## src/rtl/riders_snd_pair.sv

```systemverilog
// *************************************************************************
// Latch pair between the main CPU and the sound CPU, plus the sound irq
// *************************************************************************
`default_nettype none

module riders_snd_pair (
    input  logic        clk,
    input  logic        arst_n,
    input  logic        reg_wr,
    input  logic [1:0]  reg_addr,
    input  logic [7:0]  reg_din,
    input  logic        snd_sel,
    output logic [7:0]  snd_dout,
    output logic [7:0]  snd_latch,
    output logic        snd_irq,
    input  logic        snd_rd,
    input  logic [7:0]  snd_reply,
    input  logic        snd_reply_we
);

    logic [7:0] reply_q;
    logic       latch_wr;

    assign latch_wr = reg_wr && snd_sel && reg_addr == 2'd0;

    always_comb begin
        case (reg_addr)
            2'd0:    snd_dout = reply_q;
            2'd1:    snd_dout = {7'd0, snd_irq};
            default: snd_dout = 8'h00;
        endcase
    end

    always_ff @(posedge clk or negedge arst_n) begin
        if (!arst_n) begin
            snd_latch <= 8'h00;
            reply_q   <= 8'h00;
            snd_irq   <= 1'b0;
        end else begin
            if (snd_reply_we) begin
                reply_q <= snd_reply;
            end
            // A new command wins over a read of the old one
            if (latch_wr) begin
                snd_latch <= reg_din;
                snd_irq   <= 1'b1;
            end else if (snd_rd) begin
                snd_irq <= 1'b0;
            end
        end
    end

endmodule

`default_nettype wire

```

## config.mk

```make
export PLATFORM = sky130hd
export DESIGN_NAME = riders_snd_pair
export DESIGN_NICKNAME = d
export VERILOG_FILES = /design/src/rtl/riders_snd_pair.sv
export SDC_FILE = /design/constraint.sdc
export NUM_CORES = 1
export LEC_CHECK = 0
export BUFFER_PORTS_ARGS = -buffer_cell sky130_fd_sc_hd__buf_2
export CORE_MARGIN = 2
export CORE_UTILIZATION = 40
export CTS_CLUSTER_SIZE = 24
export DETAILED_ROUTE_END_ITERATION = 7
export GPL_TIMING_DRIVEN = 0
export PLACE_DENSITY = 0.83
export SYNTH_ARGS = -nofsm -noshare
export SYNTH_HDL_FRONTEND = slang
export SYNTH_SLANG_ARGS = --single-unit
export TNS_END_PERCENT = 20
```

## constraint.sdc

```tcl
create_clock -name clk -period 1.5 [get_ports clk]
set_input_delay 0.3 -clock clk [delete_from_list [all_inputs] [get_ports clk]]
set_output_delay 0.3 -clock clk [all_outputs]
set_load 0.02 [all_outputs]
```

## Yosys cells after proc, flatten, opt, wreduce, memory -nomap -nowiden

Index checks and enable logic that the tools add are counted.

- Flip-flop bits (word level): 17
- Output and inout bits: 17

- Eq/ne operators: 1
- Muxes and demuxes: 3
- Reduce and logical (&&, ||, !) cells: 4

Operators by type and width:

| operator | count |
|---|---|
| 8-bit case mux with 2 select lines | 1 |
| 2-bit by 1-bit equality test with 1-bit output, second input constant | 1 |
| 1-bit logical AND | 2 |
| 2-bit logical NOT | 1 |
| 1-bit two-way mux | 2 |
| 2-bit nonzero test | 1 |

## Depth between registers and ports, before layout

- Word-level depth: 3
- Mapped depth: 3

## Worst setup path after synthesis

OpenSTA, ideal clock, no wires.

- Kind: reg2out
- From: register snd_irq
- To: output snd_dout[0]
- Data arrival time: 0.842 ns
- Required time: 1.200 ns
- Slack: 0.358 ns
- Cell stages (with the launch flop): 3
- Cells stage by stage: dfrtp_1 -> mux2i_1 -> nor2_1

- Word-level cells in the longest chain between the ends: 1

Ends and longest elaborated chain:

| item | line | source |
|---|---|---|
| start, declared | 15 | `output logic snd_irq,` |
| start signal, assigned | 38 | `snd_irq <= 1'b0;` |
| start signal, assigned | 46 | `snd_irq <= 1'b1;` |
| start signal, assigned | 48 | `snd_irq <= 1'b0;` |
| 8-bit case mux with 2 select lines | 27 | `case (reg_addr)` |
| end, declared | 13 | `output logic [7:0] snd_dout,` |

No other way between the ends.

## Final worst setup path

- From: input reg_addr[0]
- To: output snd_dout[3]

- Word-level cells in the longest chain between the ends: 2

Ends and longest elaborated chain:

| item | line | source |
|---|---|---|
| start, declared | 10 | `input logic [1:0] reg_addr,` |
| 2-bit by 1-bit equality test with 1-bit output / 2-bit logical NOT (equally long branches) | 27 |  |
| 8-bit case mux with 2 select lines (*) | 27 |  |

Every way passes the cells marked *; elsewhere a longest branch is shown, timed or not.

==> results.toml <==
[worst_hold_path]
worst_hold_path_type = "input port to register"

[drt]
detail_route.wl_per_cell_um = 11.5
routed_wl_um = 1340
drt_first_pass_iters = 2
route.detailed.drc = 0
antenna_left = 0
number_of_vias_after_detailed_routing = 520
viasPerCell = 4.44
detailedRoute.firstIterationViolations = 1

[sta]
rsz0062_at_grt = "false"
timing_max_transition_violations_final = 0
timing_hold_violations_final = 0
worst_slack_ns = 0.175
timing.slew.headroom_pct = 75.6
setup-tns-final_ns = 0
setup_viol_count_final = 0
tightest_slew_ns = 0.367
worst_clock_skew_ns = 0
worst_hold_slack_across_all_endpoints_ns = 0.241
final.period_utilization_pct = 88.3
clock.fmax_mhz = 755
post-route-min-period_ns = 1.33

[finish]
insertedDiodeCount = 0
area.growth.synth_to_final_pct = 35.8
finish.instance_area_um2 = 1000
nNetsFinal = 117
fill_cells = 155
drive_gt1_share_pct = 67.4

[global_route]
grt_antenna_before_repair = 0
first_global_vias = 468
grt_max_degree = 18
global_route.overflow_total = 0
grt_use_total_pct = 13.1
grt_first_pass_wirelength_um = 1900

[clocking]
cts_inserted_buffers = 3
cts_resized = 0
cts_tree = "built"
cts-htree-levels = 1
cts_hold_buf = 1
clock_slew_seen_by_the_registers_of_the_worst_setup_and_hold_paths_ns = 0.09
clockBufferDepth = 2
tritoncts_num_sinks = 17
cts.repair_timing.setup_buffer_count = 0
clock_tree.root_cell = "sky130_fd_sc_hd__clkbuf_4"
clkLatencyLatePin_ns = 0.28

[setup_path]
setup.worst_path.class = "input port to primary output"
critical_path_peak_fanout = 7
startpoint_type = "input port"
worstPathRequired_ns = 1.20
worstPathArrival_ns = 1.03
setup.worst_path.end_class = "primary output"

[floorplanning]
initial_core_util_pct = 42.8
die_height_um = 47.0
die_area_um2 = 2210
chipWidth_um = 47.0
design.portCount = 41
floorplan.core_area_um2 = 1730
core.rowCount = 15

[synthesis]
postSynthNetCount = 72
yosysSeqAreaShare_pct = 57.6
synth-seq-cells = 17
avgSynthCellArea_um2 = 15.4
mappedNetlistArea_um2 = 738
synth.distinct_cells = 11
synthesis.instances = 48
yosysWarningCount = 0

[placement]
detailed_place.area_um2 = 965
dpl_worst_slack_ns = 0.157
port-buffer-count = 39
finalWeightedCongestion = 0.672

[outcome]
outcome = "complete, no violations"

[pwr]
power.density_cell_area_nw_per_um2 = 1100
total_power_mw = 1.10
worst_ir_drop_vdd_uv = 632
leakage_power_nw = 0.537

[run]
max_cap_violations = 0
[layout make-up]
class                      instances  area (um2)  area share [%]
sequential                        17         425            42.4
multi-input combinational         28         293            29.2
timing repair buffer              40         205            20.5
tap                               25        31.3            3.12
clock buffer                       3        22.5            2.25
buffer                             2        16.3            1.62
clock inverter                     1        5.00           0.499
inverter                           1        3.75           0.375
[worst paths after layout]
| kind | startpoint | end | slack [ns] | cells past startpoint |
|---|---|---|---|---|
| setup / recovery | reg_addr[0] | snd_dout[3] | 0.17 | 4 |
| hold / removal | reg_din[7] | snd_latch[7]$_DFFE_PN0P_ | 0.24 | 2 |
| setup reg to reg | snd_latch[6]$_DFFE_PN0P_ | snd_latch[6]$_DFFE_PN0P_ | 0.72 | 1 |
| hold reg to reg | reply_q[1]$_DFFE_PN0P_ | reply_q[1]$_DFFE_PN0P_ | 0.51 | 1 |
| max in group asynchronous | arst_n | reply_q[0]$_DFFE_PN0P_ | 0.78 | 2 |
| min in group asynchronous | arst_n | reply_q[1]$_DFFE_PN0P_ | 0.45 | 2 |
[cell usage in the layout, fill, tap and decap left out]
cell type                       Yosys  final
sky130_fd_sc_hd__a21o_2             1      1
sky130_fd_sc_hd__and2_1             7      7
sky130_fd_sc_hd__and4bb_1           1      1
sky130_fd_sc_hd__buf_2              1     40
sky130_fd_sc_hd__buf_6              1      1
sky130_fd_sc_hd__clkbuf_4           0      3
sky130_fd_sc_hd__clkinv_2           0      1
sky130_fd_sc_hd__dfrtp_1           17     17
sky130_fd_sc_hd__dlygate4sd3_1      0      1
sky130_fd_sc_hd__inv_1              1      1
sky130_fd_sc_hd__mux2_2             8      8
sky130_fd_sc_hd__mux2_4             8      8
sky130_fd_sc_hd__mux2i_1            1      1
sky130_fd_sc_hd__nor2_1             2      2
[cell usage after synthesis]
cell type | instances | area [um2]
sky130_fd_sc_hd__and2_1 | 7 | 43.8
sky130_fd_sc_hd__buf_2 | 1 | 5.00
sky130_fd_sc_hd__and4bb_1 | 1 | 12.5
sky130_fd_sc_hd__inv_1 | 1 | 3.75
sky130_fd_sc_hd__dfrtp_1 | 17 | 425
sky130_fd_sc_hd__a21o_2 | 1 | 8.76
sky130_fd_sc_hd__nor2_1 | 2 | 7.51
sky130_fd_sc_hd__mux2_4 | 8 | 120
sky130_fd_sc_hd__mux2i_1 | 1 | 10.0
sky130_fd_sc_hd__buf_6 | 1 | 11.3
sky130_fd_sc_hd__mux2_2 | 8 | 90.1
[worst max-delay path, stage by stage]
cell and delay, ns:
sky130_fd_sc_hd__buf_2 0.12, sky130_fd_sc_hd__nor2_1 0.27, sky130_fd_sc_hd__and2_1 0.17, sky130_fd_sc_hd__buf_2 0.16
[state kept, by name, indices dropped and copies added, names as in the netlist]
register	count
reply_q	8
snd_latch	8
snd_irq	1
[logic make-up (layout without fill, tap and decap cells)]
kind of cell,after synthesis,after routing,share of synthesized area [%]
and+or+nand+nor,10,10,8.64
AOI/OAI and AO/OA,1,1,1.19
buffers and inverters,3,47,2.71
muxes,17,17,29.8
DFF,17,17,57.6
[metal layers]
layer / GRT usage [%] / wire length [um]
met1: 14.1 / 551
met5: 0 / 0
met3: 2.31 / 43
met2: 23.3 / 711
met4: 8.33 / 34
[per-stage QoR]
step	std cells	utilization (%)
6_report	117	58.0
5_1_grt	117	58.0
4_1_cts	117	58.0
3_5_place_dp	112	55.9
3_3_place_gp	112	55.9
2_1_floorplan	48	-
[power breakdown]
part	switching, mW	leakage [nW]	internal [mW]
registers	0.0342	0.203	0.528
logic	0.149	0.317	0.154
clock network	0.134	0.0177	0.0989
No activity file was read; power rests on OpenSTA's default activity.
