$ cat config.mk
export PLATFORM = sky130hd
export DESIGN_NAME = riders_bus_decode
export DESIGN_NICKNAME = d
export VERILOG_FILES = /design/src/rtl/riders_pkg.sv /design/src/rtl/riders_bus_decode.sv
export SDC_FILE = /design/constraint.sdc
export NUM_CORES = 1
export LEC_CHECK = 0
export BUFFER_PORTS_ARGS = -buffer_cell sky130_fd_sc_hd__buf_2
export CAP_MARGIN = 20
export CORE_MARGIN = 5
export CORE_UTILIZATION = 38
export CTS_BUF_LIST = sky130_fd_sc_hd__clkbuf_16
export DETAILED_ROUTE_END_ITERATION = 16
export HOLD_SLACK_MARGIN = 0.05
export PLACE_DENSITY = 0.84
export RECOVER_POWER = 100
export SLEW_MARGIN = 20
export SYNTH_ARGS = -nofsm -noshare
export SYNTH_HDL_FRONTEND = slang
export SYNTH_SLANG_ARGS = --single-unit
export TNS_END_PERCENT = 20
$ cat constraint.sdc
create_clock -name clk -period 3.2 [get_ports clk]
set_clock_uncertainty 0.1 [all_clocks]
set_input_delay 0.16 -clock clk [delete_from_list [all_inputs] [get_ports clk]]
set_output_delay 0.16 -clock clk [all_outputs]
set_load 0.02 [all_outputs]
$ cat src/rtl/riders_pkg.sv
// *************************************************************************
// Types and constants shared by the board logic around the main CPU.
// Import into a module body, or use scoped names in port lists.
// *************************************************************************
`default_nettype none

package riders_pkg;

    // Widest object RAM address that mem_req_t can carry
    localparam int ORAM_AW_MAX = 12;

    // Region select sits in address bits 15:14
    localparam int REGION_LSB = 14;

    typedef enum logic [2:0] {
        SSRIDERS = 3'd0,
        TMNT2    = 3'd1
    } game_id_e;

    typedef enum logic [1:0] {
        REG_ORAM = 2'd0,
        REG_PROT = 2'd1,
        REG_SND  = 2'd2,
        REG_CFG  = 2'd3
    } region_e;

    typedef enum logic [1:0] {
        PR_SRC  = 2'd0,
        PR_DST  = 2'd1,
        PR_CNT  = 2'd2,
        PR_CTRL = 2'd3
    } prot_reg_e;

    typedef enum logic [1:0] {
        DMA_IDLE,
        DMA_READ,
        DMA_WRITE,
        DMA_DONE
    } dma_state_e;

    // Wishbone classic, master to slave
    typedef struct packed {
        logic [15:0] adr;
        logic [15:0] dat;
        logic [1:0]  sel;
        logic        we;
        logic        cyc;
        logic        stb;
    } wb_req_t;

    typedef struct packed {
        logic [15:0] dat;
        logic        ack;
    } wb_rsp_t;

    // One object RAM access, we is per byte lane
    typedef struct packed {
        logic [ORAM_AW_MAX-1:0] addr;
        logic [15:0]            din;
        logic [1:0]             we;
        logic                   en;
    } mem_req_t;

endpackage

`default_nettype wire

$ cat src/rtl/riders_bus_decode.sv
// *************************************************************************
// Wishbone slave for the main CPU. Splits cycles into four regions, times
// ack and arbitrates the object RAM between the CPU and the protection DMA.
// *************************************************************************
`default_nettype none

module riders_bus_decode #(
    parameter int ORAM_AW = 10
) (
    input  logic                 clk,
    input  logic                 arst_n,
    input  riders_pkg::wb_req_t  wb_req,
    output riders_pkg::wb_rsp_t  wb_rsp,
    output riders_pkg::mem_req_t cpu_mem,
    input  logic [15:0]          oram_q,
    input  logic                 bus_req,
    output logic                 bus_gnt,
    output logic                 reg_wr,
    output logic [1:0]           reg_addr,
    output logic [15:0]          reg_din,
    output logic                 prot_sel,
    output logic                 snd_sel,
    output logic                 cfg_sel,
    input  logic [15:0]          prot_dout,
    input  logic [7:0]           snd_dout,
    input  logic [7:0]           cfg_dout
);
    import riders_pkg::*;

    region_e region;
    logic    cyc_open;
    logic    reg_go;
    logic    ram_go;
    logic    ram_busy;

    assign region   = region_e'(wb_req.adr[REGION_LSB+1:REGION_LSB]);
    // Open until acked, the master drops stb the cycle after ack
    assign cyc_open = wb_req.cyc && wb_req.stb && !wb_rsp.ack;
    assign reg_go   = cyc_open && region != REG_ORAM;
    // RAM cycles wait while the DMA owns the RAM
    assign ram_go   = cyc_open && region == REG_ORAM && !ram_busy && !bus_gnt;

    assign reg_wr   = reg_go && wb_req.we;
    assign reg_addr = wb_req.adr[1:0];
    assign reg_din  = wb_req.dat;
    assign prot_sel = reg_go && region == REG_PROT;
    assign snd_sel  = reg_go && region == REG_SND;
    assign cfg_sel  = reg_go && region == REG_CFG;

    always_comb begin
        cpu_mem                   = '0;
        cpu_mem.addr[ORAM_AW-1:0] = wb_req.adr[ORAM_AW-1:0];
        cpu_mem.din               = wb_req.dat;
        cpu_mem.we                = wb_req.we ? wb_req.sel : 2'b00;
        cpu_mem.en                = ram_go;
    end

    always_ff @(posedge clk or negedge arst_n) begin
        if (!arst_n) begin
            wb_rsp   <= '0;
            ram_busy <= 1'b0;
            bus_gnt  <= 1'b0;
        end else begin
            wb_rsp.ack <= 1'b0;
            // Address cycle, then the RAM cycle that returns data
            ram_busy   <= ram_go;
            if (reg_go) begin
                wb_rsp.ack <= 1'b1;
                case (region)
                    REG_PROT: wb_rsp.dat <= prot_dout;
                    REG_SND:  wb_rsp.dat <= {8'h00, snd_dout};
                    default:  wb_rsp.dat <= {8'h00, cfg_dout};
                endcase
            end
            if (ram_busy) begin
                wb_rsp.ack <= 1'b1;
                wb_rsp.dat <= oram_q;
            end
            // Grant only between CPU RAM cycles, release when the DMA lets go
            if (bus_gnt) begin
                bus_gnt <= bus_req;
            end else begin
                bus_gnt <= bus_req && !ram_go && !ram_busy;
            end
        end
    end

endmodule

`default_nettype wire

; Word-level counts from Yosys, hierarchy flattened
; Index checks and enable logic that the tools add are counted.
[classes]
n_eq_ne = 3
muxes = 5
reduce_logical = 19
[op_table]
columns = op, n
row1 = 17-bit 2-to-1 mux, 2
row2 = 16-bit case mux with 2 select lines, 1
row3 = 1-bit logical AND, 12
row4 = "2-bit equality test, second input constant", 2
row5 = 1-bit logical NOT, 4
row6 = 2-bit nonzero test, 2
row7 = "2-bit by 1-bit equality test with 1-bit output, second input constant", 1
row8 = 2-bit logical NOT, 1
row9 = 2-bit 2-to-1 mux, 1
row10 = 1-bit 2-to-1 mux, 1
[word_totals]
register_bits = 19
out_inout_bits = 71
elab_cells = 31

; Logic depth before layout (Yosys ltp)
[depth]
depth_word = 9
mapped_depth = 7
depth_no_buf = 5

; Worst setup path before layout
; Ideal clock, no wire load.
[synth_timing]
path_type = register -> output
start = register wb_rsp[0] in the netlist's numbering
end = output cfg_sel
arrival_time_ns = 1.182
required_time_ns = 2.940
setup_slack_ns = 1.758
stages_incl_launch_ff = 4
n_path_buf = 1
path_cell_list = dfrtp_1 > and4bb_2 > buf_2 > and2_1
[synth_between]
elab_chain_cells = 4
[synth_rtl]
columns = item, line
row1 = start: declaration, riders_bus_decode.sv:13  ; output riders_pkg::wb_rsp_t wb_rsp,
row2 = 1-bit logical NOT, riders_bus_decode.sv:38  ; assign cyc_open = wb_req.cyc && wb_req.stb && !wb_rsp.ack;
row3 = 1-bit logical AND, riders_bus_decode.sv:38
row4 = 1-bit logical AND, riders_bus_decode.sv:39  ; assign reg_go = cyc_open && region != REG_ORAM;
row5 = 1-bit logical AND, riders_bus_decode.sv:48  ; assign cfg_sel = reg_go && region == REG_CFG;
row6 = end: declaration, riders_bus_decode.sv:23  ; output logic cfg_sel,
; No other way between the ends.

; Worst setup path after layout
[layout_timing]
start = register ram_busy
end = register bus_gnt
[layout_between]
elab_chain_cells = 7
[layout_rtl]
columns = item, line
row1 = start: declaration, riders_bus_decode.sv:34  ; logic ram_busy;
row2 = start signal: assignment, riders_bus_decode.sv:66  ; ram_busy <= ram_go;
row3 = 1-bit logical NOT *, "riders_bus_decode.sv:41, riders_bus_decode.sv:83"
row4 = 1-bit logical AND (2 in a row), riders_bus_decode.sv:41  ; assign ram_go = cyc_open && region == REG_ORAM && !ram_busy && !bus_gnt;
row5 = 1-bit logical NOT, riders_bus_decode.sv:83  ; bus_gnt <= bus_req && !ram_go && !ram_busy;
row6 = 1-bit logical AND, riders_bus_decode.sv:83
row7 = 1-bit logical AND *, riders_bus_decode.sv:83
row8 = 1-bit 2-to-1 mux *, riders_bus_decode.sv:80  ; if (bus_gnt) begin
row9 = end signal: assignment, riders_bus_decode.sv:81  ; bus_gnt <= bus_req;
row10 = end signal: assignment, riders_bus_decode.sv:83
row11 = end: declaration, riders_bus_decode.sv:17  ; output logic bus_gnt,
; Every way passes the cells marked *; elsewhere a longest branch is shown, timed or not.
; A chain may end at the register's enable or synchronous reset.

==> summary.txt <==
post-route insts no fill - 250
crit path launch type - flip-flop
area fraction of the dominant cell type after synthesis - 0.319
placed cell area - 0.00155 mm^2
critical path type - flip-flop to flip-flop
Cell variety after synth - 25
Hold Path Class - primary input to flip-flop
Die Y - 72.7 um
Mapped Cells - 171
gr ovfl total - 0
crit path max fanout - 26
Ports - 159
CP endpoint kind - flip-flop
Worst-Margin Slew - 1030 ps
Peak VDD IR - 0.169 mV
worst setup path start - ram_busy$_DFF_PN0_
initial drt markers - 47
Reg clk slew, reported paths - 50 ps
Comb power frac - 0.294
count of max-cap constraint violations - 0
WL per Instance - 14.3 um
leading post-synthesis cells by cell area - dfrtp_1 (32%), buf_4 (25%), a211o_1 (4.7%)
filler cell count - 389
CTS HTree Levels - 1
root buf cell - clkbuf_16
Reg2Reg Launch Point - ram_busy$_DFF_PN0_
synthesized area - 0.00149 mm^2
clock sinks - 19
PortBufs - 82
fmax - 0.543 GHz
period utilization - 0.576
vias in the first global route - 1227
Post-synth top cells - buf_4 (49), dfrtp_1 (19), nor2_1 (16)
Switching Share - 0.319
Post-synth EDFFs - 0
DRC - 0
grt met3 use - 0.0427
CTS resizes - 0
ys async rst share - 1.00
CTS tree - built
Routed WL - 3590 um
first-pass GRT wire length - 5630 um
Finish-stage setup viols - 0
Final Core Density - 0.428
design area - 0.00160 mm^2
hold_ws - 66.0 ps
cell taking the most area after synthesis - dfrtp_1
DPL Wire Length - 2720 um
P per Cell Area - 493 mW/mm^2
switching power - 0.000252 W
Fin. Hold Viols - 0
CTS max path bufs - 2
Area Growth Syn to Fin - 7.46%
antenna cells - 0
Synth Area per Inst - 8.73 um^2
CORE AREA - 0.00374 mm^2
R2R Setup Slk - 1360 ps
Yosys reg bits - 19
initial antenna violation count - 0
Max Slew Vio Count - 0
GP Congestion - 0.731
Fin Setup TNS - 0 ps
Final Net Count - 295
reg2reg path depth - 3
required time of the critical path - 3230 ps
GRT Max-Usage Layer - met2
Detail Route Antenna Nets - 0
Die Width - 72.7 um
met1 usage - 0.154
met2 Usage GRT - 0.229
hold_sp - oram_q[5]
hold-critical path depth - 2
global-route usage over all layers - 0.134
Int Pwr - 0.000538 W
clock insertion delay at the later pin of the skew report - 250 ps
detailed-route via count - 1223
total die area - 0.00528 mm^2
layout cells sized above 1 - 0.317
Vias/cell - 4.89
Synth Warn # - 0
min Tclk post-route - 1840 ps
# rows - 22
Starting Density - 0.399
Placed Cells - 244
Pre-antenna DRT Iters - 4
largest net degree at the start of global routing - 27
TritonCTS buffer count - 3
P_leak - 0.782 nW
status - complete, no violations
Seq/Total Area, Yosys - 0.319
RSZ-0062 raised after global routing - no
Clk pwr share - 0.315
top-count cell post-synth - buf_4
Most used DFF post-synth - dfrtp_1
sequential power share - 0.391
Slew Limit Headroom - 0.311
CP Data Arrival Time - 1870 ps
postcts setup bufs - 0
==> power by group through the flow <==
stage               Clock [W]  Combinational [W]  Sequential (W)
floorplan                   0           0.000176        0.000367
global placement            0           0.000246        0.000310
detailed placement          0           0.000251        0.000312
CTS                  0.000259           0.000254        0.000308
global route         0.000269           0.000257        0.000316
finish               0.000249           0.000232        0.000309
==> worst max-delay path: stages (launching register included) <==
cell      delay, ps
dfrtp_1         560
clkinv_1        650
a21oi_1         350
nor2b_1          70
==> layer usage <==
layer | up-vias | share of wire
met4 | 0 | 0.016
met5 | - | 0
met2 | 65 | 0.46
met3 | 13 | 0.13
met1 | 543 | 0.39
li1 | 602 | -
==> worst paths after layout <==
kind,to
setup / recovery,bus_gnt$_DFF_PN0_
hold / removal,wb_rsp[6]$_DFFE_PN0P_
setup reg to reg,bus_gnt$_DFF_PN0_
hold reg to reg,ram_busy$_DFF_PN0_
max in group asynchronous,wb_rsp[14]$_DFFE_PN0P_
min in group asynchronous,wb_rsp[7]$_DFFE_PN0P_
==> cells by family after synthesis <==
kind of cell	after synthesis	share of synthesized area
compound gates	41	0.210
other cells	1	0.00251
fa+ha+maj	4	0.0335
simple gates	44	0.144
buf+inv	62	0.291
flops	19	0.319
==> stage by stage <==
step | worst slack [ps] | total power, W
final | 1360 | 0.000790
after global routing | 1160 | 0.000842
after CTS | 1230 | 0.000821
after global placement | 1260 | 0.000556
after detailed placement | 1240 | 0.000563
after floorplan | 1760 | 0.000543
==> registers in the layout (all words and copies together) (netlist names) <==
register	count
wb_rsp	17
bus_gnt	1
ram_busy	1
==> layout by cell type (no fill, tap or decap), types with 4 or more instances in the layout <==
cell and instances:
nand2_1 9, a2bb2oi_1 8, buf_2 60, a21oi_1 9, ha_1 4, nor2_1 16
dfrtp_1 19, a211o_1 8, clkbuf_1 22, a22oi_1 8, a31oi_1 8, nand3_1 8
==> layout make-up <==
class | count | area [um^2] | share of cell area
Timing Repair Buffer | 85 | 410 | 0.256
Inverter | 3 | 11.3 | 0.00702
Clock inverter | 1 | 3.75 | 0.00234
Tap cell | 48 | 60.1 | 0.0374
Clock buffer | 3 | 75.1 | 0.0468
Multi-Input combinational cell | 91 | 568 | 0.354
Sequential cell | 19 | 475 | 0.296
==> timing repair <==
action | 4_1_cts | 5_1_grt
hold buffers | 2 | 0
endpoints found under the setup margin | 0 | 0
hold endpoints to repair | 20 | 0
Power figures use the tool's default switching activity.
