<file path="config.mk">
export PLATFORM = sky130hd
export DESIGN_NAME = riders_prot
export DESIGN_NICKNAME = d
export VERILOG_FILES = /design/src/rtl/riders_pkg.sv /design/src/rtl/riders_prot.sv
export SDC_FILE = /design/constraint.sdc
export NUM_CORES = 1
export LEC_CHECK = 0
export BUFFER_PORTS_ARGS = -buffer_cell sky130_fd_sc_hd__buf_4
export CELL_PAD_IN_SITES_DETAIL_PLACEMENT = 1
export CELL_PAD_IN_SITES_GLOBAL_PLACEMENT = 2
export CORE_MARGIN = 5
export CORE_UTILIZATION = 26
export CTS_CLUSTER_DIAMETER = 150
export DETAILED_ROUTE_END_ITERATION = 10
export PLACE_DENSITY = 0.74
export SETUP_SLACK_MARGIN = 0.4
export SLEW_MARGIN = 25
export SYNTH_ARGS = -nofsm -noshare
export SYNTH_HDL_FRONTEND = slang
export SYNTH_SLANG_ARGS = --single-unit
</file>
<file path="constraint.sdc">
create_clock -name clk -period 1.89 [get_ports clk]
set_input_delay 0.0945 -clock clk [delete_from_list [all_inputs] [get_ports clk]]
set_output_delay 0.0945 -clock clk [all_outputs]
set_load 0.05 [all_outputs]
</file>
<file path="src/rtl/riders_pkg.sv">
// *************************************************************************
// Types and constants shared by the board logic around the main CPU.
// Import into a module body, or use scoped names in port lists.
// *************************************************************************
`default_nettype none

package riders_pkg;

    // Widest object RAM address that mem_req_t can carry
    localparam int ORAM_AW_MAX = 12;

    // Region select sits in address bits 15:14
    localparam int REGION_LSB = 14;

    typedef enum logic [2:0] {
        SSRIDERS = 3'd0,
        TMNT2    = 3'd1
    } game_id_e;

    typedef enum logic [1:0] {
        REG_ORAM = 2'd0,
        REG_PROT = 2'd1,
        REG_SND  = 2'd2,
        REG_CFG  = 2'd3
    } region_e;

    typedef enum logic [1:0] {
        PR_SRC  = 2'd0,
        PR_DST  = 2'd1,
        PR_CNT  = 2'd2,
        PR_CTRL = 2'd3
    } prot_reg_e;

    typedef enum logic [1:0] {
        DMA_IDLE,
        DMA_READ,
        DMA_WRITE,
        DMA_DONE
    } dma_state_e;

    // Wishbone classic, master to slave
    typedef struct packed {
        logic [15:0] adr;
        logic [15:0] dat;
        logic [1:0]  sel;
        logic        we;
        logic        cyc;
        logic        stb;
    } wb_req_t;

    typedef struct packed {
        logic [15:0] dat;
        logic        ack;
    } wb_rsp_t;

    // One object RAM access, we is per byte lane
    typedef struct packed {
        logic [ORAM_AW_MAX-1:0] addr;
        logic [15:0]            din;
        logic [1:0]             we;
        logic                   en;
    } mem_req_t;

endpackage

`default_nettype wire

</file>
<file path="src/rtl/riders_prot.sv">
// *************************************************************************
// Protection chip. Copies object entries inside the object RAM by DMA and
// raises a latched interrupt when the copy ends.
// *************************************************************************
`default_nettype none

module riders_prot #(
    parameter int ORAM_AW = 10
) (
    input  logic                   clk,
    input  logic                   arst_n,
    input  riders_pkg::game_id_e   game_id,
    input  logic                   reg_wr,
    input  logic [1:0]             reg_addr,
    input  logic [15:0]            reg_din,
    input  logic                   prot_sel,
    output logic [15:0]            prot_dout,
    output logic                   bus_req,
    input  logic                   bus_gnt,
    output riders_pkg::mem_req_t   dma_mem,
    input  logic [15:0]            oram_q,
    output logic                   irq_n,
    output riders_pkg::dma_state_e state
);
    import riders_pkg::*;

    logic [ORAM_AW-1:0] src;
    logic [ORAM_AW-1:0] dst;
    logic [ORAM_AW:0]   cnt;
    logic               irq_pend;
    logic               wr_en;
    logic [15:0]        word;
    prot_reg_e          reg_sel;

    assign reg_sel = prot_reg_e'(reg_addr);
    assign wr_en   = reg_wr && prot_sel;
    assign irq_n   = !irq_pend;
    // TMNT2 stores object words with the bytes swapped
    assign word    = (game_id == TMNT2) ? {oram_q[7:0], oram_q[15:8]} : oram_q;

    always_comb begin
        case (reg_sel)
            PR_SRC:  prot_dout = 16'(src);
            PR_DST:  prot_dout = 16'(dst);
            PR_CNT:  prot_dout = 16'(cnt);
            default: prot_dout = {14'd0, irq_pend, state != DMA_IDLE};
        endcase
    end

    always_comb begin
        dma_mem = '0;
        case (state)
            DMA_READ: begin
                dma_mem.addr[ORAM_AW-1:0] = src;
                dma_mem.en                = bus_gnt;
            end
            DMA_WRITE: begin
                dma_mem.addr[ORAM_AW-1:0] = dst;
                dma_mem.din               = word;
                dma_mem.we                = 2'b11;
                dma_mem.en                = 1'b1;
            end
            default: dma_mem = '0;
        endcase
    end

    always_ff @(posedge clk or negedge arst_n) begin
        if (!arst_n) begin
            state    <= DMA_IDLE;
            bus_req  <= 1'b0;
            irq_pend <= 1'b0;
            src      <= '0;
            dst      <= '0;
            cnt      <= '0;
        end else begin
            // Any control write acknowledges the interrupt
            if (wr_en && reg_sel == PR_CTRL) begin
                irq_pend <= 1'b0;
            end
            case (state)
                DMA_IDLE: begin
                    if (wr_en) begin
                        case (reg_sel)
                            PR_SRC: src <= reg_din[ORAM_AW-1:0];
                            PR_DST: dst <= reg_din[ORAM_AW-1:0];
                            PR_CNT: cnt <= reg_din[ORAM_AW:0];
                            default: begin
                                if (reg_din[0] && cnt == '0) begin
                                    state    <= DMA_DONE;
                                    irq_pend <= 1'b1;
                                end else if (reg_din[0]) begin
                                    state   <= DMA_READ;
                                    bus_req <= 1'b1;
                                end
                            end
                        endcase
                    end
                end
                DMA_READ: begin
                    if (bus_gnt) begin
                        state <= DMA_WRITE;
                    end
                end
                DMA_WRITE: begin
                    src <= src + 1'b1;
                    dst <= dst + 1'b1;
                    cnt <= cnt - 1'b1;
                    if (cnt == {{ORAM_AW{1'b0}}, 1'b1}) begin
                        state    <= DMA_DONE;
                        bus_req  <= 1'b0;
                        irq_pend <= 1'b1;
                    end else begin
                        state <= DMA_READ;
                    end
                end
                default: state <= DMA_IDLE;
            endcase
        end
    end

endmodule

`default_nettype wire

</file>
; After elaboration in Yosys (flattened, before gate mapping)
; Cells that the tools add are included.
[word_totals]
reg_bits = 35
in_bits = 42
memories = 0
out_inout_bits = 51
rom_bits = 0
ram_bits = 0
latch_bits = 0
word_cells = 74
[op_classes]
div_mod_pow = 0
multipliers = 0
reduce_logical = 15
n_addsub = 3
bitwise = 0
shifts = 0
mux = 33
eq_ne = 17
order_cmp = 0
[op_table]
columns = operator, n
row1 = $pmux W10 S2, 3
row2 = $mux W10, 4
row3 = $pmux W11 S3, 1
row4 = $mux W11, 2
row5 = $pmux W11 S2, 1
row6 = $add A10 B1 Y10 const B, 2
row7 = $mux W18, 1
row8 = $mux W16, 1
row9 = $mux W2, 6
row10 = $ne A2 B2 Y1 const B, 6
row11 = $eq A11 B1 Y1 const B, 1
row12 = $logic_not A11 Y1, 1
row13 = $sub A11 B1 Y11 const B, 1
row14 = $mux W1, 10
row15 = $reduce_and A3 Y1, 3
row16 = $eq A2 B2 Y1 const B, 3
row17 = $ne A2 B1 Y1 const B, 3
row18 = $pmux W1 S2, 3
row19 = $pmux W2 S3, 1
row20 = $reduce_and A6 Y1, 1
row21 = $eq A2 B1 Y1 const B, 2
row22 = $logic_not A2 Y1, 2
row23 = $reduce_and A4 Y1, 1
row24 = $reduce_bool A2 Y1, 2
row25 = 5 further kinds, 7

; Depth between registers and ports, before layout
[depth]
depth_word = 7
ltp_mapped = 8
mapped_depth_nobuf = 6

; Worst setup path after synthesis
; No wires, ideal clock.
[synth_path]
path_type = reg-to-output
from = reg state[1]
to = out dma_mem[23] in the netlist's numbering
stages_incl_launch_ff = 6
arrival_time_ns = 3.019
path_buffers = 2
required_ns = 1.796
setup_slack_ns = -1.223
path_cell_list = dfrtp_1 -> ha_1 -> clkbuf_1 -> clkbuf_1 -> nand2_1 -> a21boi_0
[synth_rtl]
columns = item, line_no
row1 = from (decl), riders_prot.sv:23  ; output riders_pkg::dma_state_e state
row2 = from (signal assigned), riders_prot.sv:69  ; state <= DMA_IDLE;
row3 = from (signal assigned), riders_prot.sv:89  ; state <= DMA_DONE;
row4 = from (signal assigned), riders_prot.sv:92  ; state <= DMA_READ;
row5 = to (decl), riders_prot.sv:20  ; output riders_pkg::mem_req_t dma_mem,

; Worst setup path in the final report
[layout_path]
from = reg state[1]
to = reg cnt[7]
[layout_via]
elab_chain_len = 3
word_cells_on_any_way = 7
classes_between = eq/ne: 3 / mux: 1 / reduce/logical: 3
[layout_rtl]
columns = item, line_no
row1 = $logic_not A2 Y1 / $eq A2 B2 Y1 (equally long branches), riders_prot.sv:80  ; case (state)
row2 = $ne A2 B1 Y1 (no source line) (tied with other cells), n/a
row3 = $reduce_and A3 Y1 (no source line), n/a
row4 = to (signal assigned), riders_prot.sv:86  ; PR_CNT: cnt <= reg_din[ORAM_AW:0];
row5 = to (signal assigned), riders_prot.sv:107  ; cnt <= cnt - 1'b1;
row6 = to (decl), riders_prot.sv:29  ; logic [ORAM_AW:0] cnt;
; Several ways; a longest one is shown, not always the timed one.
; A chain may end at the register's enable or synchronous reset.

==> impl_metrics.json <==
{
  "fp.dieW_um": 115.9,
  "path_class": "flip-flop to flip-flop",
  "outcome": "complete, but fails checks",
  "comb_power_share": 0.751,
  "yosys-top-cells-count": "62 x nand2_1, 42 x a21oi_1, 35 x dfrtp_1",
  "p_sw_frac": 0.4925,
  "final_area_mm2": 0.005734,
  "numCtsBuffers": 5,
  "p_int_w": 0.005175,
  "powerDensity_mw_per_mm2": 1778,
  "n_fill_cell": 1224,
  "yosys-top-cells-area": "dfrtp_1 30%, nand2_1 8.0%, a21oi_1 7.2%",
  "slew_headroom": 0.5204,
  "place.gp.congestion": 0.8306,
  "final_util": 0.5244,
  "crit_end": "cnt[7]",
  "yosysUniqueCellTypes": 56,
  "antenna_left": 0,
  "die_area_mm2": 0.01344,
  "ys_seq_elements": 35,
  "dr.pass1.iters": 4,
  "skew_ps": 12.10,
  "seq_area_frac_synth": 0.3003,
  "p_leak_nw": 2.338,
  "synth_top_area_cell": "dfrtp_1",
  "area_delta_synth_final_pct": 96.61,
  "critPathCaptureType": "flip-flop",
  "violations": "setup timing",
  "yosysTopAreaCellShare": 0.3003,
  "clockRootBuffer": "clkbuf_16",
  "fmax_mhz": 525.3,
  "start_util": 0.2667,
  "wl_per_cell_um": 22.66,
  "hpwl_um": 9310,
  "syn_inst": 377,
  "hold_viol": 0,
  "ir_worst_vdd_mv": 1.010,
  "drv_cap": 0,
  "drtIter0Drc": 127,
  "r2r_cells": 8,
  "power_frac_seq": 0.168,
  "synthArstFlopShare": 1.000,
  "core_mm2": 0.01094,
  "yosysMostFrequentCell": "nand2_1",
  "period_minus_slack_ps": 1904,
  "rsz0062_at_grt": "true",
  "dp.cells": 604,
  "rr_endpoint": "cnt[7]",
  "synth_edf_count": 0,
  "diodes": 0,
  "period_share": 1.007,
  "syn_area_mm2": 0.002917,
  "pre_cts_ws_ps": -76.26,
  "grt_overflow": 0,
  "instances_no_fill": 664,
  "worstSkewPairLatency_ps": 290,
  "vias": 3717,
  "dpl_cell_area_mm2": 0.004300,
  "nNetsFinal": 574,
  "finalPower_w": 0.01020,
  "first_global_vias": 3952,
  "routed_via_density": 5.598,
  "clk_pin_slew_worst_paths_ps": 70,
  "ys_warn_count": 0,
  "antenna_found_initial": 0,
  "numPortBuffers": 80,
  "grt_max_degree": 36,
  "synth_ff_type": "dfrtp_1",
  "power_frac_clock": 0.082,
  "cp_data_arrival_time_ps": 2070,
  "die_h_um": 115.9,
  "htree_num_levels": 2,
  "hold_class": "primary input to flip-flop",
  "syn_area_per_cell_um2": 7.736,
  "grt_pass1_wl_um": 22090,
  "final_layout_size_suffix_gt1_frac": 0.5649,
  "power_switching_w": 0.005022,
  "gr-usage-all-layers": 0.2126,
  "drt_wl_total_um": 15050,
  "critPathLaunchType": "flip-flop",
  "fp-row-count": 38,
  "drcViolationCount": 0,
  "setup_viol": 2,
  "cp_max_fo": 6,
  "clock_path_buffers": 2,
  "cts_tree": "done",
  "clock-sinks": 35,
  "cp-startpoint": "state[1]",
  "ioPinCount": 93,
  "worst_pin_slew_ps": 716.8,
  "slew_violations": 0,
  "rrSetupSlack_ps": -10,
  "setup_ws_ps": -13.65,
  "r2r-start": "state[1]",
  "cp.required_ps": 2060
}
-- worst min-delay path by stage --
stage,from,endpoint,slack [ps],cells after the start
finish,reg_din[10],cnt[10],50,2
CTS,reg_din[10],cnt[10],50,2
global placement,arst_n,src[1],110,1
floorplan,arst_n,bus_req,-200,0
detailed placement,arst_n,src[1],110,1
global route,reg_din[10],cnt[10],60,2
-- layout by cell type, fill, tap and decap left out, types with 5 or more instances in the layout --
| cell type | count |
|---|---|
| dfrtp_1 | 30 |
| conb_1 | 7 |
| buf_4 | 91 |
| o21ai_1 | 7 |
| a22oi_2 | 10 |
| and3_1 | 5 |
| nand4_1 | 5 |
| buf_8 | 18 |
| a21oi_1 | 13 |
| nor2_1 | 12 |
| dfrtp_2 | 5 |
| o21ai_4 | 7 |
| clkbuf_16 | 8 |
| mux2i_1 | 8 |
| nand2_1 | 57 |
| o21ai_2 | 5 |
| nor2b_4 | 12 |
| o22a_1 | 10 |
| ha_1 | 6 |
| nand3_1 | 10 |
| buf_12 | 6 |
| buf_6 | 43 |
| a31oi_1 | 8 |
| a21oi_2 | 10 |
| inv_1 | 8 |
| a21oi_4 | 19 |
-- per-stage QoR --
step                hold WS [ps]  setup TNS [ps]
floorplan                 -201.1           -1118
global placement           107.5               0
detailed placement         109.5          -82.81
CTS                        50.06               0
global route               55.08          -309.2
finish                     48.74          -16.04
-- cell families after synthesis --
logic type	synth area share
adder cells (fa/ha/maj)	0.03861
multiplexers	0.04976
AND/OR/NAND/NOR	0.2544
buffers and inverters	0.06821
other	0.001286
flip-flops	0.3003
AO/OA/AOI/OAI	0.2874
-- critical path: stages, from the launching register on --
cell	delay (ps)
dfrtp_2	410
inv_2	70
ha_4	160
buf_6	130
buf_6	130
nor2b_4	200
a31oi_4	100
a22o_1	290
a211o_1	290
-- final cells by class --
cell class,count,area (um^2),area share
flip-flops and latches,35,882.1,0.1538
clock buffers,7,132.6,0.02313
inverters,12,65.06,0.01135
repair buffers,166,1763,0.3074
clock inverters,1,5.005,0.0008728
multi-input cells,303,2711,0.4728
well taps,140,175.2,0.03055
-- power groups by stage --
stage          registers [W]  logic, W  clock network, W
2_1_floorplan        0.00161   0.00363                 0
3_3_place_gp         0.00160   0.00525                 0
3_5_place_dp         0.00162   0.00533                 0
4_1_cts              0.00166   0.00685          0.000832
5_1_grt              0.00175   0.00802          0.000859
6_report             0.00171   0.00766          0.000833
-- metal layers --
layer  wire length [um]  GRT usage  vias up
met5                  0          0        -
met4                332    0.04872        0
met3                626    0.02820       25
met2               7706     0.3751      101
met1               6383     0.2759     1899
li1                   -          -     1692
-- flip-flops by register name (all words and copies together), names as in the netlist --
name / cells
cnt: 11
dst: 10
src: 10
state: 2
bus_req: 1
irq_pend: 1
-- timing repair --
item                                    4_1_cts  5_1_grt
resized for setup                           132       53
setup buffers                                33       10
hold endpoints to repair                     35        0
pin swaps                                    35       13
endpoints found under the setup margin       64       71
gates cloned                                  5        3
hold buffers                                  1        0
No activity file was read; power rests on OpenSTA's default activity.
