$ cat src/rtl/riders_pkg.sv
// *************************************************************************
// Types and constants shared by the board logic around the main CPU.
// Import into a module body, or use scoped names in port lists.
// *************************************************************************
`default_nettype none

package riders_pkg;

    // Widest object RAM address that mem_req_t can carry
    localparam int ORAM_AW_MAX = 12;

    // Region select sits in address bits 15:14
    localparam int REGION_LSB = 14;

    typedef enum logic [2:0] {
        SSRIDERS = 3'd0,
        TMNT2    = 3'd1
    } game_id_e;

    typedef enum logic [1:0] {
        REG_ORAM = 2'd0,
        REG_PROT = 2'd1,
        REG_SND  = 2'd2,
        REG_CFG  = 2'd3
    } region_e;

    typedef enum logic [1:0] {
        PR_SRC  = 2'd0,
        PR_DST  = 2'd1,
        PR_CNT  = 2'd2,
        PR_CTRL = 2'd3
    } prot_reg_e;

    typedef enum logic [1:0] {
        DMA_IDLE,
        DMA_READ,
        DMA_WRITE,
        DMA_DONE
    } dma_state_e;

    // Wishbone classic, master to slave
    typedef struct packed {
        logic [15:0] adr;
        logic [15:0] dat;
        logic [1:0]  sel;
        logic        we;
        logic        cyc;
        logic        stb;
    } wb_req_t;

    typedef struct packed {
        logic [15:0] dat;
        logic        ack;
    } wb_rsp_t;

    // One object RAM access, we is per byte lane
    typedef struct packed {
        logic [ORAM_AW_MAX-1:0] addr;
        logic [15:0]            din;
        logic [1:0]             we;
        logic                   en;
    } mem_req_t;

endpackage

`default_nettype wire

$ cat src/rtl/riders_cfg.sv
// *************************************************************************
// Game variant from the download header, CPU readback and the debug mux
// *************************************************************************
`default_nettype none

module riders_cfg (
    input  logic                   clk,
    input  logic                   arst_n,
    input  logic [3:0]             prog_addr,
    input  logic [7:0]             prog_data,
    input  logic                   prog_we,
    input  logic                   header,
    output riders_pkg::game_id_e   game_id,
    input  logic                   cfg_sel,
    input  logic [1:0]             reg_addr,
    output logic [7:0]             cfg_dout,
    input  logic [1:0]             debug_sel,
    input  riders_pkg::dma_state_e prot_state,
    input  logic                   snd_irq,
    input  logic                   prot_irq_n,
    output logic [7:0]             debug_view
);
    import riders_pkg::*;

    assign cfg_dout = (cfg_sel && reg_addr == 2'd0) ? {5'd0, game_id} : 8'h00;

    always_ff @(posedge clk or negedge arst_n) begin
        if (!arst_n) begin
            game_id    <= SSRIDERS;
            debug_view <= 8'h00;
        end else begin
            // Variant code is byte 15 of the header, unknown codes run as SSRIDERS
            if (prog_we && header && prog_addr == 4'hf) begin
                game_id <= (prog_data == 8'(TMNT2)) ? TMNT2 : SSRIDERS;
            end
            case (debug_sel)
                2'd0:    debug_view <= {5'd0, game_id};
                2'd1:    debug_view <= {6'd0, prot_state};
                2'd2:    debug_view <= {6'd0, !prot_irq_n, snd_irq};
                default: debug_view <= 8'h00;
            endcase
        end
    end

endmodule

`default_nettype wire

$ cat config.mk
export PLATFORM = sky130hd
export DESIGN_NAME = riders_cfg
export DESIGN_NICKNAME = d
export VERILOG_FILES = /design/src/rtl/riders_pkg.sv /design/src/rtl/riders_cfg.sv
export SDC_FILE = /design/constraint.sdc
export NUM_CORES = 1
export LEC_CHECK = 0
export ABC_AREA = 1
export BUFFER_PORTS_ARGS = -buffer_cell sky130_fd_sc_hd__buf_2
export CORE_AREA = 4 4 41 43
export CTS_CLUSTER_DIAMETER = 80
export CTS_CLUSTER_SIZE = 12
export DETAILED_ROUTE_END_ITERATION = 10
export DIE_AREA = 0 0 45 47
export GPL_TIMING_DRIVEN = 0
export PLACE_DENSITY = 0.63
export SLEW_MARGIN = 15
export SYNTH_ARGS = -nofsm -noshare
export SYNTH_HDL_FRONTEND = slang
export SYNTH_SLANG_ARGS = --single-unit
$ cat constraint.sdc
create_clock -name clk -period 0.8 [get_ports clk]
set_input_delay 0.04 -clock clk [delete_from_list [all_inputs] [get_ports clk]]
set_output_delay 0.04 -clock clk [all_outputs]
set_load 0.1 [all_outputs]
=== After elaboration in Yosys (flattened, before gate mapping) ===
Cells that the tools add are included.

* Equality and inequality tests: 4
* Muxes and demuxes: 3
* Reduce and logical (&&, ||, !) cells: 6

{| class="wikitable"
|+ Operator list
! cell !! count
|-
| 3-bit case mux with 3 select lines || 1
|-
| 8-bit by 1-bit == test with 1-bit output, second input constant || 1
|-
| 4-bit == test, second input constant || 1
|-
| 2-bit logical NOT || 2
|-
| 1-bit logical AND || 3
|-
| 3-bit 2-to-1 mux || 1
|-
| 2-bit by 1-bit == test with 1-bit output, second input constant || 1
|-
| 2-bit == test, second input constant || 1
|-
| 1-bit logical NOT || 1
|-
| 1-bit 2-to-1 mux || 1
|}

* Register bits: 11
* Input bits: 25
* Output and inout bits: 19
* Word-level logic and storage cells: 15

=== Depth between registers and ports, before layout ===
Gate-level depths: netlist of the first run.

* Depth in word-level cells: 3
* Mapped depth: 6
* Gate-level depth less buffers: 6

=== Least setup slack after synthesis of the first run ===
Ideal clock, no wire load.

* Kind: reg2out
* Start: register game_id[0]
* End: output port cfg_dout[0]
* Arrival time: 3.090 ns
* Data required time: 0.760 ns
* Path slack: -2.330 ns
* Stages on the path, launching flop included: 3
* Path buffers: 0
* Cells stage by stage: dfrtp_1 > nand2_1 > nor3_1

* Cells in the longest elaborated chain, start to end: 1

{| class="wikitable"
|+ RTL lines
! element !! RTL line !! RTL
|-
| start: declaration || riders_cfg.sv:13 || <nowiki>output riders_pkg::game_id_e game_id,</nowiki>
|-
| start signal: assignment || riders_cfg.sv:34 || <nowiki>game_id <= (prog_data == 8'(TMNT2)) ? TMNT2 : SSRIDERS;</nowiki>
|-
| 3-bit 2-to-1 mux || riders_cfg.sv:25 || <nowiki>assign cfg_dout = (cfg_sel && reg_addr == 2'd0) ? {5'd0, game_id} : 8'h00;</nowiki>
|-
| end: declaration || riders_cfg.sv:16 || <nowiki>output logic [7:0] cfg_dout,</nowiki>
|}

No other way between the ends.

=== Final worst setup path of the first run ===
Same ends and word-level chain as after synthesis.

==> results of run 1 <==
-- power by group --
part / switching, mW / internal [mW]
Combinational: 0.415 / 0.128
Sequential: 0.00389 / 0.161
Clock: 0.0832 / 0.187
Total: 0.502 / 0.477
-- routing by layer --
metal / routed length [um] / vias up
met3: 144 / 3
met2: 337 / 35
met5: 0 / -
met4: 27 / 0
met1: 277 / 140
li1: - / 213
-- path summary, 6_finish.rpt --
path | endpoint | depth (start not counted) | slack, ps | from
setup / recovery | cfg_dout[0] | 3 | -280 | game_id[0]
hold / removal | debug_view[1] | 2 | 30 | debug_sel[0]
setup reg to reg | debug_view[0] | 3 | -100 | game_id[0]
hold reg to reg | game_id[0] | 3 | 680 | game_id[0]
max in group asynchronous | game_id[0] | 2 | 550 | arst_n
min in group asynchronous | debug_view[1] | 2 | 130 | arst_n
-- cell usage after synthesis --
cell      instances
buf_4            15
conb_1            1
dfrtp_1           3
inv_1             5
nand2_1          10
nand3_1           2
nand3b_1          1
nor2_1            7
nor3_1            1
o21ai_1           2
o31ai_1           1
-- final cells by class --
class                           count  area (um2)  area share, %
Timing Repair Buffer               31         214           32.8
Multi-Input combinational cell     39         181           27.8
Buffer                             15         113           17.2
Sequential cell                     3        81.3           12.5
Clock buffer                        4        26.3           4.02
Inverter                            5        18.8           2.87
Tap cell                           15        18.8           2.87
-- timing repair --
| item | in CTS | in global routing |
|---|---|---|
| endpoints found under the setup margin | 4 | 6 |
| pin swaps | 1 | 0 |
| buffers inserted | 1 | 0 |
| resized for setup | 13 | 1 |
| hold buffers | 2 | 0 |
| cloned | 0 | 0 |
| endpoints found under the hold margin | 4 | 0 |
-- state kept, by name (all words and copies together), names as in the netlist --
signal      flops
game_id         1
debug_view      2
-- cell usage in the layout, fill, tap and decap left out, types with 2 or more instances in the layout --
master / n
buf_12: 2
buf_2: 24
buf_4: 16
clkbuf_4: 3
conb_1: 15
dfrtp_2: 2
dlygate4sd3_1: 2
inv_1: 5
nand2_1: 9
nand3_1: 2
nor2_1: 6
o21ai_1: 2
-- cell families after synthesis --
group	synth area share, %
and+or+nand+nor	27.5
buffers and inverters	41.8
AOI/OAI and AO/OA	5.58
DFF	23.9
other	1.19
==> results.toml, run 1 <==
[timing]
tns_ps = -783
setup_viol = 6
fin_crit_ps = 1080
fmax_ghz = 0.928
drv_slew = 0
rsz0062_at_grt = "yes"
finClkSkew_ps = 0.144
fin_crit_sh_pct = 135
whs_ps = 32.5
fin_ws_ps = -278
final-hold-violation-count = 0

[grt]
met3_usage_pct = 2.68
gr-usage-all-layers_pct = 7.83
use_met2_pct = 12.7
gr-usage-met1_pct = 7.97
busiest_layer = "met2"
grt_max_degree = 5
grt_pass1_wl_um = 1160
grt_pass1_vias = 361
grt.overflow.total = 0
grt_antenna_before_repair = 0

[worst_setup_path]
crit_type = "reg -> out"
cp.required_ps = 760
cp_slowest_cell = "dfrtp_4"
path_cells = "nand2_4 -> nor3_4 -> buf_12"
crit_fanout = 2
crit_arrival_ps = 1040
endpoint_kind = "primary output"
critical_path_buf_inv_count = 1
start_kind = "flip-flop"
path_delay_family = "flip-flops"
worst_path_largest_cell_delay_ps = 410

[route]
routed_wirelength_um = 786
vias = 391
drt-pass1-iter-count = 2
routedWlPerCell_um = 7.02
antenna_left = 0
drt_iter0_markers = 1
drc = 0
via_per_inst = 3.49

[cells_and_area]
fin_util_pct = 50.2
diodes = 0
final_nets = 123
stdcell_area_um2 = 653
drive_above_1_share_pct = 54.6
num-fill-cells = 130
final_cells = 112
syn_to_final_growth_pct = 108

[status]
violations = "setup timing"
status = "finished, violations left"

[placement]
pre_cts_slack_ps = -301
placed_area_um2 = 551
place_congestion = 0.624
dp.cells = 105
place.port_buffers = 28
dpl.hpwl_um = 697

[die]
start_util_pct = 24.1
boundaryPins = 44
core_area_um2 = 1300
die_width_um = 45
die_h_um = 47
core.rowCount = 13
fp.dieArea_um2 = 2120

[clock_tree]
clock_sinks = 3
h-tree-depth = 1
cts_tree = "built"
cts-root-buf = "clkbuf_4"
clkSlewWorstSetupHoldPaths_ps = 40
cts-buffers-inserted = 3
clock_latency_ps = 240
clock_path_buffers = 2

[yosys]
synth_cells = 48
yosysWarnings = 0
synth_top_area_share_pct = 35.9
avgSynthCellArea_um2 = 6.54
yosysTopAreaCell = "buf_4"
ys_types = 11
ys_ff_latch = 3
syn_area_um2 = 314
seq_area_frac_synth_pct = 23.9
synth_area_leaders = "buf_4 (36%), dfrtp_1 (24%), nand2_1 (12%)"

[pwr]
ir_drop_v = 0.000632
power.total_uw = 979
cellLeakagePower_nw = 0.401
power_density_nw_per_um2 = 1500

[flow_run]
max_cap_violations = 0

[min_path]
min-delay-path-class = "in -> reg"
Note: power is estimated with default switching activity, not from simulation.
==> run 2, diff against run 1 <==
REMOVE_ABC_BUFFERS = 1   (was default)
==> run 2 against run 1 <==
Compared with the run above:
- sequential power barely moved
- largest cell class unchanged
- highest routed layer is now met3
- first-iteration DRC count fell by 100%
- clock power fell by 4%
- hold slack got worse by 30 ps
- combinational power fell by 11%
- die area did not move
- critical endpoint unchanged
- the run still ends with setup timing left
- final cell count fell by 13%
==> results.toml, run 2 (synthesis results as in run 1) <==
[cells_and_area]
final_nets = 108
syn_to_final_growth_pct = 63.3
fin_util_pct = 39.4
layout_common_cells = "buf_2 (24), conb_1 (15), nand2_1 (10), nor2_1 (6), inv_1 (5)"
regMostFlops = "debug_view"
diodes = 0
stdcell_area_um2 = 513
largest_reg_flops = 2
final_cells = 97
drive_above_1_share_pct = 42.7
final_common_cell = "buf_2"
reg.largest.list = "debug_view x2, game_id x1"

[timing]
tns_ps = -594
whs_ps = 2.82
fin_crit_sh_pct = 130
fin_ws_ps = -241
setup_viol = 6
rsz0062_at_grt = "yes"
fin_crit_ps = 1040
final-hold-violation-count = 0
fmax_ghz = 0.960
finClkSkew_ps = 0.452
drv_slew = 0

[grt]
grt_max_degree = 5
gr-usage-all-layers_pct = 6.18
grt_pass1_vias = 298
grt.overflow.total = 0
grt_antenna_before_repair = 0
grt_pass1_wl_um = 924

[clock_tree]
cts-root-buf = "clkbuf_4"
clock_sinks = 3
clock_path_buffers = 2
clock_latency_ps = 230
clkSlewWorstSetupHoldPaths_ps = 40
h-tree-depth = 1
cts-buffers-inserted = 3
cts_tree = "built"

[pwr]
clkPwrFrac_pct = 28.6
ir_drop_v = 0.000602
power_density_nw_per_um2 = 1760
internal_power_uw = 425
cellLeakagePower_nw = 0.312
p_comb_share_pct = 53.2
power.total_uw = 904
pwr-share-seq_pct = 18.2
switching_share_pct = 53.0
switchingPower_uw = 479

[worst_setup_path]
rr_endpoint = "debug_view[0]"
r2r_cells = 4
start_kind = "flip-flop"
crit_fanout = 2
endpoint_kind = "primary output"
cp.required_ps = 760
crit_arrival_ps = 1000
crit_type = "reg -> out"
crit_path_start = "game_id[0]"
rrSetupSlack_ps = -110
regToRegStartpoint = "game_id[0]"

[min_path]
min-delay-path-class = "in -> reg"
min_path_cells = 2
min_from = "prot_irq_n"
whs_endpoint = "debug_view[1]"

[die]
core_area_um2 = 1300
fp.dieArea_um2 = 2120
boundaryPins = 44
core.rowCount = 13
start_util_pct = 24.1
die_width_um = 45
die_h_um = 47

[route]
drt_iter0_markers = 0
drt-pass1-iter-count = 1
via_per_inst = 3.67
routed_wirelength_um = 746
antenna_left = 0
drc = 0
routedWlPerCell_um = 7.69
vias = 356

[status]
violations = "setup timing"
status = "finished, violations left"

[placement]
placed_area_um2 = 413
dpl.hpwl_um = 642
place.port_buffers = 28
pre_cts_slack_ps = -255
place_congestion = 0.631
dp.cells = 90

[flow_run]
max_cap_violations = 0
[run 2: changes by cell type in the layout (fill, tap and decap cells not counted), sizes merged]
cell         previous run  this run
dlygate4sd3             2         1
buf                    44        30
[run 2: layer usage]
| layer | GRT usage [%] | wire [um] | vias up |
|---|---|---|---|
| li1 | - | - | 184 |
| met1 | 5.49 | 274 | 139 |
| met2 | 11.6 | 326 | 33 |
| met3 | 0.383 | 145 | 0 |
| met4 | 7.02 | 0 | 0 |
| met5 | 0 | 0 | - |
[run 2: final cells by class]
type,count,area (um2)
clock buffer,4,26.3
tap,15,18.8
sequential,3,75.1
fill,152,788
multi-input combinational,39,168
inverter,5,18.8
timing repair buffer,31,206
[run 2: worst max path at each step]
stage          slack, ps  cells after the start          end
2_1_floorplan      -2330                      2  cfg_dout[0]
3_3_place_gp        -230                      3  cfg_dout[0]
3_5_place_dp        -260                      3  cfg_dout[0]
4_1_cts             -260                      3  cfg_dout[0]
5_1_grt             -270                      3  cfg_dout[0]
6_report            -240                      3  cfg_dout[0]
[run 2: timing repair]
action / 4_1_cts / 5_1_grt
endpoints found under the hold margin: 4 / 0
hold buffers: 1 / 0
buffers inserted: 2 / 0
setup endpoints to repair: 4 / 6
resized for setup: 14 / 0
[run 2: worst max-delay path, cell delays in order (launching register included)]
cell	delay (ps)
dfrtp_1	340
nand2_1	60
nor3_2	130
buf_6	250
[run 2: power groups by stage]
stage,combinational (mW),clock (mW),sequential (mW)
global placement,0.456,0,0.163
CTS,0.480,0.275,0.164
global route,0.497,0.275,0.165
detailed placement,0.458,0,0.163
floorplan,0.330,0,0.219
finish,0.481,0.259,0.164
